### config.mk
export PLATFORM = sky130hd
export DESIGN_NAME = execute_stage_flat
export DESIGN_NICKNAME = d
export VERILOG_FILES = /design/src/logic/isa_pkg.sv /design/src/logic/pipe_pkg.sv /design/src/logic/hazard_if.sv /design/src/logic/execute_stage.sv /design/src/flat_wrapper.sv
export VERILOG_INCLUDE_DIRS = /design/src /design/src/logic
export SDC_FILE = /design/constraint.sdc
export NUM_CORES = 1
export LEC_CHECK = 0
export BUFFER_PORTS_ARGS = -buffer_cell sky130_fd_sc_hd__buf_2
export CAP_MARGIN = 20
export CORE_MARGIN = 1
export CORE_UTILIZATION = 40
export CTS_BUF_LIST = sky130_fd_sc_hd__clkbuf_8 sky130_fd_sc_hd__clkbuf_16
export CTS_CLUSTER_SIZE = 20
export DETAILED_ROUTE_END_ITERATION = 7
export PLACE_DENSITY = 0.64
export SETUP_SLACK_MARGIN = 0.2
export SYNTH_ARGS = -nofsm -noshare
export SYNTH_HDL_FRONTEND = slang
export SYNTH_SLANG_ARGS = --single-unit
### constraint.sdc
create_clock -name SYS_clk -period 4.4 [get_ports SYS_clk]
set_clock_uncertainty 0.1 [all_clocks]
set_input_delay 0 -clock SYS_clk [delete_from_list [all_inputs] [get_ports SYS_clk]]
set_output_delay 0 -clock SYS_clk [all_outputs]
set_load 0.005 [all_outputs]
### src/logic/core_macros.svh
// core width and depth macros
`ifndef CORE_MACROS_SVH
`define CORE_MACROS_SVH

// data word, also the instruction width
`define DATA_W 32

`define REG_ADDR_W 5 // register index

// instruction address and memory sizes
`define PC_W 8
`define IMEM_DEPTH 256
`define DMEM_DEPTH 64 // words

// board outputs
`define LED_W 27
`define SEL_W 3

`endif

### src/logic/isa_pkg.sv
// instruction set encodings
`include "core_macros.svh"

package isa_pkg;

    typedef enum logic [5:0] {
        op_r_type = 6'h00,
        op_addi   = 6'h08,
        op_lw     = 6'h23,
        op_sw     = 6'h2B
    } opcode_e;

    typedef enum logic [5:0] {
        fn_add = 6'h20,
        fn_sub = 6'h22,
        fn_and = 6'h24,
        fn_or  = 6'h25,
        fn_slt = 6'h2A
    } funct_e;

    typedef enum logic [2:0] {
        alu_add,
        alu_sub,
        alu_and,
        alu_or,
        alu_slt
    } alu_op_e;

    function automatic logic [5:0] opcode_of(input logic [`DATA_W-1:0] instr);
        return instr[31:26];
    endfunction

    function automatic logic [5:0] funct_of(input logic [`DATA_W-1:0] instr);
        return instr[5:0];
    endfunction

    function automatic logic [`REG_ADDR_W-1:0] rs_of(input logic [`DATA_W-1:0] instr);
        return instr[25:21];
    endfunction

    function automatic logic [`REG_ADDR_W-1:0] rt_of(input logic [`DATA_W-1:0] instr);
        return instr[20:16];
    endfunction

    function automatic logic [`REG_ADDR_W-1:0] rd_of(input logic [`DATA_W-1:0] instr);
        return instr[15:11];
    endfunction

    // immediate is always sign-extended
    function automatic logic [`DATA_W-1:0] imm_of(input logic [`DATA_W-1:0] instr);
        return {{(`DATA_W - 16){instr[15]}}, instr[15:0]};
    endfunction

endpackage

### src/logic/pipe_pkg.sv
// pipeline control and stage registers
`include "core_macros.svh"

package pipe_pkg;

    typedef struct packed {
        logic             reg_write;
        logic             mem_read;
        logic             mem_write;
        logic             alu_src_imm; // operand b from immediate
        isa_pkg::alu_op_e alu_op;
    } ctrl_t;

    // control of an instruction that changes nothing
    localparam ctrl_t CTRL_NOP = '{
        reg_write:   1'b0,
        mem_read:    1'b0,
        mem_write:   1'b0,
        alu_src_imm: 1'b0,
        alu_op:      isa_pkg::alu_add
    };

    typedef struct packed {
        ctrl_t                   ctrl;
        logic [`DATA_W-1:0]      op_a;   // rs after forwarding
        logic [`DATA_W-1:0]      op_b;   // rt after forwarding
        logic [`DATA_W-1:0]      imm;
        logic [`REG_ADDR_W-1:0]  dest;
    } id_ex_t;

    typedef struct packed {
        ctrl_t                   ctrl;
        logic [`DATA_W-1:0]      alu_result;
        logic [`DATA_W-1:0]      store_data;
        logic [`REG_ADDR_W-1:0]  dest;
    } ex_mem_t;

endpackage

### src/logic/hazard_if.sv
// producer info back to decode
`timescale 1ns/100ps
`include "core_macros.svh"

interface hazard_if;

    logic [`REG_ADDR_W-1:0] ex_dest;
    logic                   ex_writes;   // reg_write with nonzero dest
    logic                   ex_is_load;

    logic [`REG_ADDR_W-1:0] mem_dest;
    logic                   mem_writes;
    logic                   mem_is_load;
    logic [`DATA_W-1:0]     mem_result;  // forwarded alu result

    modport ex_src (output ex_dest, ex_writes, ex_is_load);

    modport mem_src (output mem_dest, mem_writes, mem_is_load, mem_result);

    modport dec_sink (
        input ex_dest, ex_writes, ex_is_load,
        input mem_dest, mem_writes, mem_is_load, mem_result
    );

endinterface

### src/logic/execute_stage.sv
// execute stage with ALU
`timescale 1ns/100ps
`include "core_macros.svh"

module execute_stage (
    input  logic                SYS_clk,
    input  logic                SYS_reset,
    input  pipe_pkg::id_ex_t    id_ex,
    input  logic                bubble,
    hazard_if.ex_src            hz,
    output pipe_pkg::ex_mem_t   ex_mem,
    output logic [`DATA_W-1:0]  alu_result
);

    pipe_pkg::id_ex_t   idex_q;
    logic [`DATA_W-1:0] op_b;

    always_ff @(posedge SYS_clk or posedge SYS_reset)
    begin
        if (SYS_reset)
            idex_q <= '0;
        else if (bubble)
            idex_q <= '0;      // stall inserts a bubble
        else
            idex_q <= id_ex;
    end

    assign op_b = idex_q.ctrl.alu_src_imm ? idex_q.imm : idex_q.op_b;

    always_comb
    begin
        case (idex_q.ctrl.alu_op)
            isa_pkg::alu_add: alu_result = idex_q.op_a + op_b; // wraps
            isa_pkg::alu_sub: alu_result = idex_q.op_a - op_b;
            isa_pkg::alu_and: alu_result = idex_q.op_a & op_b;
            isa_pkg::alu_or:  alu_result = idex_q.op_a | op_b;
            isa_pkg::alu_slt: alu_result = ($signed(idex_q.op_a) < $signed(op_b)) ?
                                           `DATA_W'(1) : '0;
            default:          alu_result = '0;
        endcase
    end

    always_comb
    begin
        ex_mem.ctrl       = idex_q.ctrl;
        ex_mem.alu_result = alu_result;
        ex_mem.store_data = idex_q.op_b;
        ex_mem.dest       = idex_q.dest;
    end

    // producer info for the decode hazard check
    assign hz.ex_dest    = idex_q.dest;
    assign hz.ex_writes  = idex_q.ctrl.reg_write && idex_q.dest != '0;
    assign hz.ex_is_load = idex_q.ctrl.mem_read;

endmodule

### src/flat_wrapper.sv
// flat-port wrapper written by rule: the top's interface ports become plain ports
module execute_stage_flat 
  (SYS_clk, SYS_reset, id_ex, bubble, ex_mem, alu_result, hz_ex_dest, hz_ex_writes, hz_ex_is_load);
  hazard_if hz_i ();
  input  logic SYS_clk;
  input  logic SYS_reset;
  input  pipe_pkg::id_ex_t id_ex;
  input  logic bubble;
  output pipe_pkg::ex_mem_t ex_mem;
  output logic [`DATA_W-1:0] alu_result;
  output wire logic [$bits(hz_i.ex_dest)-1:0] hz_ex_dest;
  output wire logic [$bits(hz_i.ex_writes)-1:0] hz_ex_writes;
  output wire logic [$bits(hz_i.ex_is_load)-1:0] hz_ex_is_load;
  assign hz_ex_dest = hz_i.ex_dest;
  assign hz_ex_writes = hz_i.ex_writes;
  assign hz_ex_is_load = hz_i.ex_is_load;
  execute_stage u_core (.SYS_clk(SYS_clk), .SYS_reset(SYS_reset), .id_ex(id_ex), .bubble(bubble), .hz(hz_i), .ex_mem(ex_mem), .alu_result(alu_result));
endmodule
==> results.tsv <==
metric	value	unit
clock-pin transition on the worst setup and hold timing paths	0.08	ns
GRT Total Usage	21.02	%
Final Worst Setup Slack	0.3021	ns
number of synthesized flops with an enable pin	0	
CTS tree	done	
worst hold path type	in -> reg	
Max Clk Rate	244.0	MHz
Comb pwr share	35.8	%
post-synthesis cell type count	84	
vias per cell	5.029	
post-synth top area share	28.78	%
total vias in the final route	8167	
Yosys top cell by area	dfrtp_1	
Crit path arrival time	4.00	ns
total global routing overflow	0	
gpl congestion	0.9329	
internal power	2005	uW
H-tree Lvls	3	
share of layout cells above drive strength 1	24.33	%
site row count	55	
Critical Path End Type	output pin	
MaxCap Viol Count	0	
design area	11770	sq um
Synth Flop Type	dfrtp_1	
Avg Inst Size Synth	8.736	sq um
clk root buf	clkbuf_16	
maximum VDD drop	0.1392	mV
antenna-violating nets left	0	
sequential share of power	35.9	%
Die ar.	24090	sq um
average wire per standard cell	15.87	um
status	finished, final reports clean	
Post-Route Setup TNS	0	ns
syn nets	1300	
# diodes	0	
Setup crit end	alu_result[26]	
# DRC	0	
final setup fails	0	
clock network fraction of total power	28.3	%
yosys warns	0	
antenna violations before repair	1	
Final Max Tran Viols	0	
Gate Count Post-Synth	1075	
nets	1531	
placed instance area	10140	sq um
Syn-to-layout area delta	25.27	%
RSZ-0062 raised after global routing	yes	
highest net fanout along the worst path	15	
Psw	1032	uW
FF+latch count, synth	108	
Power Density	258.1	nW/um^2
largest cells by area after synthesis	dfrtp_1, ha_1, nor2b_1	
leakage power	0.005840	uW
crit path from	u_core.ex_mem[72]	
PortBufs	225	
largest net degree at the start of global routing	71	
Required @ worst endpoint	4.30	ns
total CTS buffers	9	
dpl hpwl	18.56	mm
Clock Path Buffers	2	
I/O Pins	226	
sw frac	33.99	%
number of DRC markers in iteration 0	477	
first-pass GRT wire length	40.10	mm
pre-CTS setup slack	0.5155	ns
normalized max-slew margin	33.55	%
CP Class	reg -> out	
Chip Height	155.2	um
Routed Wire Length	25.78	mm
crit path time final	4.098	ns
asr flop ratio synth	100.0	%
Die X	155.2	um
vias in the first global route	7914	
Worst Tran Pin Value	0.9968	ns
Core Area	22850	sq um
Clock Sinks	108	
Final Hold Viols	0	
sequential fraction of the synthesis area	28.78	%
Initial Util	41.11	%
final worst-path cycle share	93.13	%
DRT Pass-1 Iters	4	
Mapped Area	9392	sq um
CP Launch Type	flip-flop	
metal layers:
metal	share of wire (%)	GRT usage [%]	vias to the layer above
met5	0.050	0	-
met4	1.6	5.415	2
met3	4.4	2.813	27
met2	49	36.87	226
met1	45	27.15	3889
li1	-	-	4023
final cells by class:
| cell class | instances | area [sq um] |
|---|---|---|
| Inverter | 99 | 374.1 |
| Timing Repair Buffer | 349 | 2362 |
| Tap cell | 313 | 391.6 |
| Clock inverter | 6 | 72.57 |
| Sequential cell | 108 | 2705 |
| Fill cell | 2213 | 11080 |
| Multi-Input combinational cell | 739 | 5620 |
| Clock buffer | 10 | 239.0 |
metrics by stage:
step	hold slack (ns)	util (%)	cells	power (uW)
floorplan	0.03767	-	1075	1838
global placement	0.1165	44.40	1496	2070
detailed placement	0.1235	44.40	1496	2078
CTS	0.07784	50.62	1621	3032
global route	0.1029	51.50	1624	3228
finish	0.06730	51.50	1624	3037
sequential cells by signal, summed over array words and instances, names as in the netlist:
name / flops
u_core.hz.ex_dest: 5
u_core.hz.ex_is_load: 1
u_core.ex_mem: 38
u_core.idex_q: 64
logic make-up after synthesis:
group / synth area share, %
simple gates: 17.85
flops: 28.78
xor+xnor: 2.331
buf+inv: 13.28
compound gates: 17.80
fa+ha+maj: 15.35
mux: 4.610
worst min-delay path by stage:
stage | start | endpoint | slack (ns) | depth (start not counted)
2_1_floorplan | id_ex[42] | u_core.ex_mem[10] | 0.04 | 1
3_3_place_gp | id_ex[62] | u_core.ex_mem[30] | 0.12 | 2
3_5_place_dp | id_ex[27] | u_core.idex_q[27] | 0.12 | 2
4_1_cts | bubble | u_core.idex_q[15] | 0.08 | 2
5_1_grt | bubble | u_core.idex_q[82] | 0.10 | 2
6_report | bubble | u_core.idex_q[82] | 0.07 | 2
power by group through the flow:
stage / logic [uW] / registers [uW] / clock network (uW)
finish: 1090 / 1090 / 859
global route: 1200 / 1100 / 931
CTS: 1050 / 1090 / 890
detailed placement: 971 / 1110 / 0
global placement: 964 / 1110 / 0
floorplan: 753 / 1090 / 0
synthesized netlist by cell type (all sizes together), types with 3 or more instances:
library cell,instances
nor2b,115
o2111ai,4
a21oi,71
a21boi,3
o311ai,4
a31o,3
o21ai,44
o31ai,6
inv,99
o211ai,7
nor3,19
nand4,4
nor4,9
nand2b,9
or4,6
o21bai,12
a211oi,16
a311oi,3
ha,112
or2,3
a21o,11
o21a,8
nand2,46
nand3,13
dfrtp,108
o31a,3
o22ai,5
nor3b,3
xnor2,23
a31oi,9
buf,100
clkbuf,29
mux2i,41
nor2,84
a221o,3
what timing repair did:
item,CTS,global route
pin swaps,0,3
setup endpoints to repair,6,34
cloned,0,1
hold endpoints to repair,177,0
hold buffers,109,0
buffers inserted,0,2
gates resized for setup,3,32
placed cells by master, fill, tap and decap left out, drive strengths merged, types with 4 or more instances in the layout:
cell         synthesis  routed
buf                100     239
nand2b               9       9
nand4                4       4
dfrtp              108     108
o211ai               7       7
o21bai              12      12
o2111ai              4       4
inv                 99     100
a21oi               71      71
mux2i               41      41
dlygate4sd3          0     109
a31oi                9       9
ha                 112     112
o31ai                6       6
o22ai                5       5
o311ai               4       4
nand3               13      13
xnor2               23      23
a211oi              16      16
nand2               46      46
clkbuf              29      11
nor3                19      19
a21o                11      11
nor2b              115     115
or4                  6       6
nor2                84      84
o21a                 8       8
nor4                 9       9
o21ai               44      44
critical path: stages (launching register included):
cell and delay, ns:
dfrtp_2 0.43, buf_12 0.22, mux2i_2 0.34, ha_1 0.30
a21o_1 0.18, a221oi_2 0.32, or4b_4 0.52, o311ai_4 0.33
o21ai_1 0.14, a211oi_2 0.23, nor3_1 0.10, o32ai_2 0.34
buf_2 0.18
Power figures use the tool's default switching activity.
