## src/logic/core_macros.svh

```systemverilog
// core width and depth macros
`ifndef CORE_MACROS_SVH
`define CORE_MACROS_SVH

// data word, also the instruction width
`define DATA_W 32

`define REG_ADDR_W 5 // register index

// instruction address and memory sizes
`define PC_W 8
`define IMEM_DEPTH 256
`define DMEM_DEPTH 64 // words

// board outputs
`define LED_W 27
`define SEL_W 3

`endif

```

## src/logic/isa_pkg.sv

```systemverilog
// instruction set encodings
`include "core_macros.svh"

package isa_pkg;

    typedef enum logic [5:0] {
        op_r_type = 6'h00,
        op_addi   = 6'h08,
        op_lw     = 6'h23,
        op_sw     = 6'h2B
    } opcode_e;

    typedef enum logic [5:0] {
        fn_add = 6'h20,
        fn_sub = 6'h22,
        fn_and = 6'h24,
        fn_or  = 6'h25,
        fn_slt = 6'h2A
    } funct_e;

    typedef enum logic [2:0] {
        alu_add,
        alu_sub,
        alu_and,
        alu_or,
        alu_slt
    } alu_op_e;

    function automatic logic [5:0] opcode_of(input logic [`DATA_W-1:0] instr);
        return instr[31:26];
    endfunction

    function automatic logic [5:0] funct_of(input logic [`DATA_W-1:0] instr);
        return instr[5:0];
    endfunction

    function automatic logic [`REG_ADDR_W-1:0] rs_of(input logic [`DATA_W-1:0] instr);
        return instr[25:21];
    endfunction

    function automatic logic [`REG_ADDR_W-1:0] rt_of(input logic [`DATA_W-1:0] instr);
        return instr[20:16];
    endfunction

    function automatic logic [`REG_ADDR_W-1:0] rd_of(input logic [`DATA_W-1:0] instr);
        return instr[15:11];
    endfunction

    // immediate is always sign-extended
    function automatic logic [`DATA_W-1:0] imm_of(input logic [`DATA_W-1:0] instr);
        return {{(`DATA_W - 16){instr[15]}}, instr[15:0]};
    endfunction

endpackage

```

## src/logic/pipe_pkg.sv

```systemverilog
// pipeline control and stage registers
`include "core_macros.svh"

package pipe_pkg;

    typedef struct packed {
        logic             reg_write;
        logic             mem_read;
        logic             mem_write;
        logic             alu_src_imm; // operand b from immediate
        isa_pkg::alu_op_e alu_op;
    } ctrl_t;

    // control of an instruction that changes nothing
    localparam ctrl_t CTRL_NOP = '{
        reg_write:   1'b0,
        mem_read:    1'b0,
        mem_write:   1'b0,
        alu_src_imm: 1'b0,
        alu_op:      isa_pkg::alu_add
    };

    typedef struct packed {
        ctrl_t                   ctrl;
        logic [`DATA_W-1:0]      op_a;   // rs after forwarding
        logic [`DATA_W-1:0]      op_b;   // rt after forwarding
        logic [`DATA_W-1:0]      imm;
        logic [`REG_ADDR_W-1:0]  dest;
    } id_ex_t;

    typedef struct packed {
        ctrl_t                   ctrl;
        logic [`DATA_W-1:0]      alu_result;
        logic [`DATA_W-1:0]      store_data;
        logic [`REG_ADDR_W-1:0]  dest;
    } ex_mem_t;

endpackage

```

## src/logic/hazard_if.sv

```systemverilog
// producer info back to decode
`timescale 1ns/100ps
`include "core_macros.svh"

interface hazard_if;

    logic [`REG_ADDR_W-1:0] ex_dest;
    logic                   ex_writes;   // reg_write with nonzero dest
    logic                   ex_is_load;

    logic [`REG_ADDR_W-1:0] mem_dest;
    logic                   mem_writes;
    logic                   mem_is_load;
    logic [`DATA_W-1:0]     mem_result;  // forwarded alu result

    modport ex_src (output ex_dest, ex_writes, ex_is_load);

    modport mem_src (output mem_dest, mem_writes, mem_is_load, mem_result);

    modport dec_sink (
        input ex_dest, ex_writes, ex_is_load,
        input mem_dest, mem_writes, mem_is_load, mem_result
    );

endinterface

```

## src/logic/mem_wb_stage.sv

```systemverilog
// memory and writeback stages
`timescale 1ns/100ps
`include "core_macros.svh"

module mem_wb_stage (
    input  logic                    SYS_clk,
    input  logic                    SYS_reset,
    input  pipe_pkg::ex_mem_t       ex_mem,
    hazard_if.mem_src               hz,
    output logic                    wb_en,
    output logic [`REG_ADDR_W-1:0]  wb_reg,
    output logic [`DATA_W-1:0]      wb_data
);

    localparam int DMEM_AW = $clog2(`DMEM_DEPTH);

    pipe_pkg::ex_mem_t      exmem_q;
    logic [`DATA_W-1:0]     dmem [`DMEM_DEPTH];
    logic [DMEM_AW-1:0]     dmem_idx;
    logic [`DATA_W-1:0]     load_data;
    logic                   mw_load;
    logic [`DATA_W-1:0]     mw_alu, mw_mem;

    always_ff @(posedge SYS_clk or posedge SYS_reset)
    begin
        if (SYS_reset)
            exmem_q <= '0;
        else
            exmem_q <= ex_mem;
    end

    // word index, byte offset bits dropped
    assign dmem_idx  = exmem_q.alu_result[DMEM_AW+1:2];
    assign load_data = dmem[dmem_idx];

    always_ff @(posedge SYS_clk or posedge SYS_reset)
    begin
        if (SYS_reset)
        begin
            for (int i = 0; i < `DMEM_DEPTH; i++)
                dmem[i] <= '0;
        end
        else if (exmem_q.ctrl.mem_write)
            dmem[dmem_idx] <= exmem_q.store_data;
    end

    // MEM/WB control
    always_ff @(posedge SYS_clk or posedge SYS_reset)
    begin
        if (SYS_reset)
        begin
            wb_en   <= 1'b0;
            mw_load <= 1'b0;
        end
        else
        begin
            wb_en   <= exmem_q.ctrl.reg_write;
            mw_load <= exmem_q.ctrl.mem_read;
        end
    end

    always_ff @(posedge SYS_clk)
    begin
        wb_reg <= exmem_q.dest;
        mw_alu <= exmem_q.alu_result;
        mw_mem <= load_data;
    end

    assign wb_data = mw_load ? mw_mem : mw_alu;

    assign hz.mem_dest    = exmem_q.dest;
    assign hz.mem_writes  = exmem_q.ctrl.reg_write && exmem_q.dest != '0;
    assign hz.mem_is_load = exmem_q.ctrl.mem_read;
    assign hz.mem_result  = exmem_q.alu_result; // forward path into decode

endmodule

```

## src/flat_wrapper.sv

```systemverilog
// flat-port wrapper written by rule: the top's interface ports become plain ports
module mem_wb_stage_flat 
  (SYS_clk, SYS_reset, ex_mem, wb_en, wb_reg, wb_data, hz_mem_dest, hz_mem_writes, hz_mem_is_load, hz_mem_result);
  hazard_if hz_i ();
  input  logic SYS_clk;
  input  logic SYS_reset;
  input  pipe_pkg::ex_mem_t ex_mem;
  output logic wb_en;
  output logic [`REG_ADDR_W-1:0] wb_reg;
  output logic [`DATA_W-1:0] wb_data;
  output wire logic [$bits(hz_i.mem_dest)-1:0] hz_mem_dest;
  output wire logic [$bits(hz_i.mem_writes)-1:0] hz_mem_writes;
  output wire logic [$bits(hz_i.mem_is_load)-1:0] hz_mem_is_load;
  output wire logic [$bits(hz_i.mem_result)-1:0] hz_mem_result;
  assign hz_mem_dest = hz_i.mem_dest;
  assign hz_mem_writes = hz_i.mem_writes;
  assign hz_mem_is_load = hz_i.mem_is_load;
  assign hz_mem_result = hz_i.mem_result;
  mem_wb_stage u_core (.SYS_clk(SYS_clk), .SYS_reset(SYS_reset), .ex_mem(ex_mem), .hz(hz_i), .wb_en(wb_en), .wb_reg(wb_reg), .wb_data(wb_data));
endmodule
```

## config.mk

```make
export PLATFORM = sky130hd
export DESIGN_NAME = mem_wb_stage_flat
export DESIGN_NICKNAME = d
export VERILOG_FILES = /design/src/logic/isa_pkg.sv /design/src/logic/pipe_pkg.sv /design/src/logic/hazard_if.sv /design/src/logic/mem_wb_stage.sv /design/src/flat_wrapper.sv
export VERILOG_INCLUDE_DIRS = /design/src /design/src/logic
export SDC_FILE = /design/constraint.sdc
export NUM_CORES = 2
export LEC_CHECK = 0
export BUFFER_PORTS_ARGS = -buffer_cell sky130_fd_sc_hd__buf_4
export CAP_MARGIN = 20
export CORE_MARGIN = 2
export CORE_UTILIZATION = 55
export CTS_BUF_LIST = sky130_fd_sc_hd__clkbuf_2
export DETAILED_ROUTE_END_ITERATION = 12
export PLACE_DENSITY_LB_ADDON = 0.3
export SYNTH_ARGS = -nofsm -noshare
export SYNTH_HDL_FRONTEND = slang
export SYNTH_SLANG_ARGS = --single-unit
export TNS_END_PERCENT = 50
```

## constraint.sdc

```tcl
create_clock -name SYS_clk -period 125.2 [get_ports SYS_clk]
set_clock_uncertainty 0.1 [all_clocks]
set_input_delay 25.04 -clock SYS_clk [delete_from_list [all_inputs] [get_ports SYS_clk]]
set_output_delay 25.04 -clock SYS_clk [all_outputs]
set_load 0.02 [all_outputs]
```

==> run summary <==
die height = 423 um
Rows = 153
Slew Limit Fails = 0
Die W = 423 um
final setup TNS = 0 ps
gpl congestion = 0.854
vias per cell = 6.85
Sink Count = 2191
cell internal pwr = 1.09 mW
final core occ = 0.596
Initial Util = 0.554
Root Driver = clkbuf_2
Critical Path RT = 126910 ps
Sw Ratio = 0.288
WL final = 320000 um
FF+latch count, synth = 2191
DRC = 0
status = completed
die area = 179000 um^2
met3 usage = 0.111
Post-synth ARST share = 0.969
WS Path Type = input pin to async pin
Largest stage delay, worst path = 830 ps
grt met2 use = 0.527
M1 GR Usage = 0.458
Power Density = 14.7 nW/um^2
Post-synth EDFFs = 0
RSZ-0062 raised after global routing = no
Slowest cell on crit path = buf_4
Port-buffer cells = 150
post-cts hold buffer count = 0
initial antenna violation count = 17
sequential share of power = 0.553
max reg flops = 2048
filler cell count = 13724
Clock Path Buffers = 4
vias post-DR = 67736
number of detailed-route iterations in the first pass = 8
global-route wire length before repair = 463000 um
minimum clock period after layout = 28960 ps
Final setup viols = 0
Syn Nets = 7159
worst path buffer plus inverter count = 8
share of cells above drive strength 1 = 0.469
Seq/Total Area, Yosys = 0.566
H-tree levels = 6
crit-path cells = buf_4, inv_8, buf_12, buf_4, buf_4, buf_4, buf_4, buf_4
CP Capture Type = async pin
cell repeated most along the worst path = buf_4
total grt overflow = 0
Worst-Margin Slew = 1340 ps
Comb power frac = 0.130
critical path fanouts, max = 174
worst hold path type = register to register
clock share of power = 0.317
VDD IR-drop max = 0.00000722 V
Avg Cell Area, Syn = 13.6 um^2
NumNets Final = 7265
Fin. Hold Viols = 0
Skew-Pair Late Insertion Delay = 1970 ps
Mapped Area = 96300 um^2
1st-iter DRT viols = 8421
remaining antenna violation count = 0
CP arrival = 30670 ps
TritonCTS Buffers = 577
Post-Synthesis Cells = 7081
Top Usage Layer GRT = met2
Overall Global Routing Usage = 0.353
maxcap violations = 0
delay-heaviest family, CP = buffers and inverters
Synth-to-Final Area Change = 7.60%
post-cts sizing count = 0
synth unique cells = 63
core footprint = 174000 um^2
CTS tree = done
dpl hpwl = 169000 um
Reg clk slew, reported paths = 90 ps
P_sw = 441 uW
vias in the first global route = 68515
WL/cell = 32.3 um
main flop type after synthesis = dfrtp_1
post-route clock period utilization = 0.231
largest reg by FF count = u_core.dmem
largest registers = u_core.dmem x2048, u_core.exmem_q x34
YS warnings = 0
Startpoint Class = input pin
leakage power = 49.3 nW
max_slew headroom = 0.108
largest net degree at the start of global routing = 188
Post-CTS Setup Bufs = 0
# IOs = 155
fmax = 34.5 MHz
[synth_stat cells (4+ instances only)]
cell	instances	area, um^2
nand2b_1	5	31.3
o22a_1	30	263
nand2_1	92	345
mux2_1	43	484
buf_1	123	462
nor3_1	19	95.1
a221o_1	24	240
and2_1	4	25.0
buf_2	290	1450
nand3_1	22	110
a22oi_1	144	1080
dfrtp_1	2122	53100
or4_1	18	135
mux4_2	16	360
a22o_1	36	315
o2111ai_1	7	61.3
dfxtp_1	69	1380
o21ai_1	21	105
nand4_1	12	75.1
nor2_2	4	25.0
nor2b_1	9	56.3
mux2_2	2162	24300
a221oi_1	641	5610
mux2i_1	75	751
clkbuf_1	314	1180
buf_4	60	450
a21oi_1	74	370
o221ai_1	18	158
a32oi_1	7	61.3
or3_1	18	113
buf_6	27	304
o22ai_1	63	394
and4_1	5	43.8
nor2_1	298	1120
o21ai_0	159	796
[final cells by class]
cell class,instances,area [um^2],area share
Antenna cell,19,47.5,0.000459
Inverter,5,43.8,0.000422
Timing Repair Buffer,341,2930,0.0283
Tap cell,2325,2910,0.0281
Clock buffer,873,4370,0.0422
Clock inverter,66,418,0.00403
Multi-Input combinational cell,4071,38400,0.371
Sequential cell,2191,54500,0.526
[power by group through the flow]
stage	sequential, mW	clock, mW	combinational, mW
after global placement	0.852	0	0.186
after floorplan	0.848	0	0.150
after CTS	0.845	0.490	0.193
after global routing	0.854	0.530	0.213
final	0.845	0.484	0.199
after detailed placement	0.859	0	0.193
[worst register-to-register path, delay by kind of cell, from the launching register on]
family | cells | cell delay, ps
flops | 1 | 950
buf+inv | 3 | 2620
simple gates | 3 | 1060
compound gates | 3 | 840
[logic make-up (layout without fill, tap and decap cells)]
family,count (synthesis),count (layout),synth area share
buffers and inverters,819,1285,0.0401
DFF,2191,2191,0.566
AOI/OAI and AO/OA,1257,1257,0.101
muxes,2298,2298,0.270
and+or+nand+nor,516,516,0.0234
other,0,19,0
[routing by layer]
metal,wire length (um),up-vias
met5,109,-
met4,18000,8
met3,36800,989
met2,142000,4220
met1,122000,35549
li1,-,26970
[per-stage QoR]
step           hold WS, ps  area (um^2)  power, mW  std cells  setup WS (ps)
4_1_cts                225       103000       1.53       9857          96280
6_report               215       104000       1.53       9891          96240
3_5_place_dp           258        98500       1.05       8918          94300
2_1_floorplan          248        96300      0.998       7081          40110
5_1_grt                236       104000       1.60       9878          95520
3_3_place_gp           251        98500       1.04       8917          94440
[cell usage in the layout, fill, tap and decap left out, types with 24 or more instances in the layout]
master | synthesis | final
mux2i_1 | 75 | 75
a221oi_1 | 641 | 641
nand2_2 | 0 | 33
nor2_4 | 0 | 37
buf_12 | 0 | 25
a22o_1 | 36 | 36
clkinv_1 | 0 | 44
o22a_1 | 30 | 30
nor2_1 | 298 | 262
mux2_2 | 2162 | 2162
o21ai_0 | 159 | 159
a21oi_1 | 74 | 74
dfxtp_1 | 69 | 69
a221o_1 | 24 | 24
buf_4 | 60 | 313
a22oi_1 | 144 | 144
nand2_1 | 92 | 58
dfrtp_1 | 2122 | 2100
o22ai_1 | 63 | 63
clkbuf_2 | 0 | 873
mux2_1 | 43 | 43
[final timing paths]
| check | start | to | slack, ps | depth (start not counted) |
|---|---|---|---|---|
| hold reg to reg | u_core.hz.mem_result[29] | u_core.mw_alu[29] | 210 | 0 |
| min in group asynchronous | SYS_reset | u_core.dmem[1332] | 23250 | 2 |
| setup reg to reg | u_core.hz.mem_result[4] | u_core.mw_mem[31] | 119490 | 9 |
| hold / removal | u_core.hz.mem_result[29] | u_core.mw_alu[29] | 210 | 0 |
| max in group SYS_clk | u_core.mw_load | wb_data[4] | 96730 | 3 |
| setup / recovery | SYS_reset | u_core.dmem[543] | 96240 | 8 |
(Power assumes the default switching activity.)
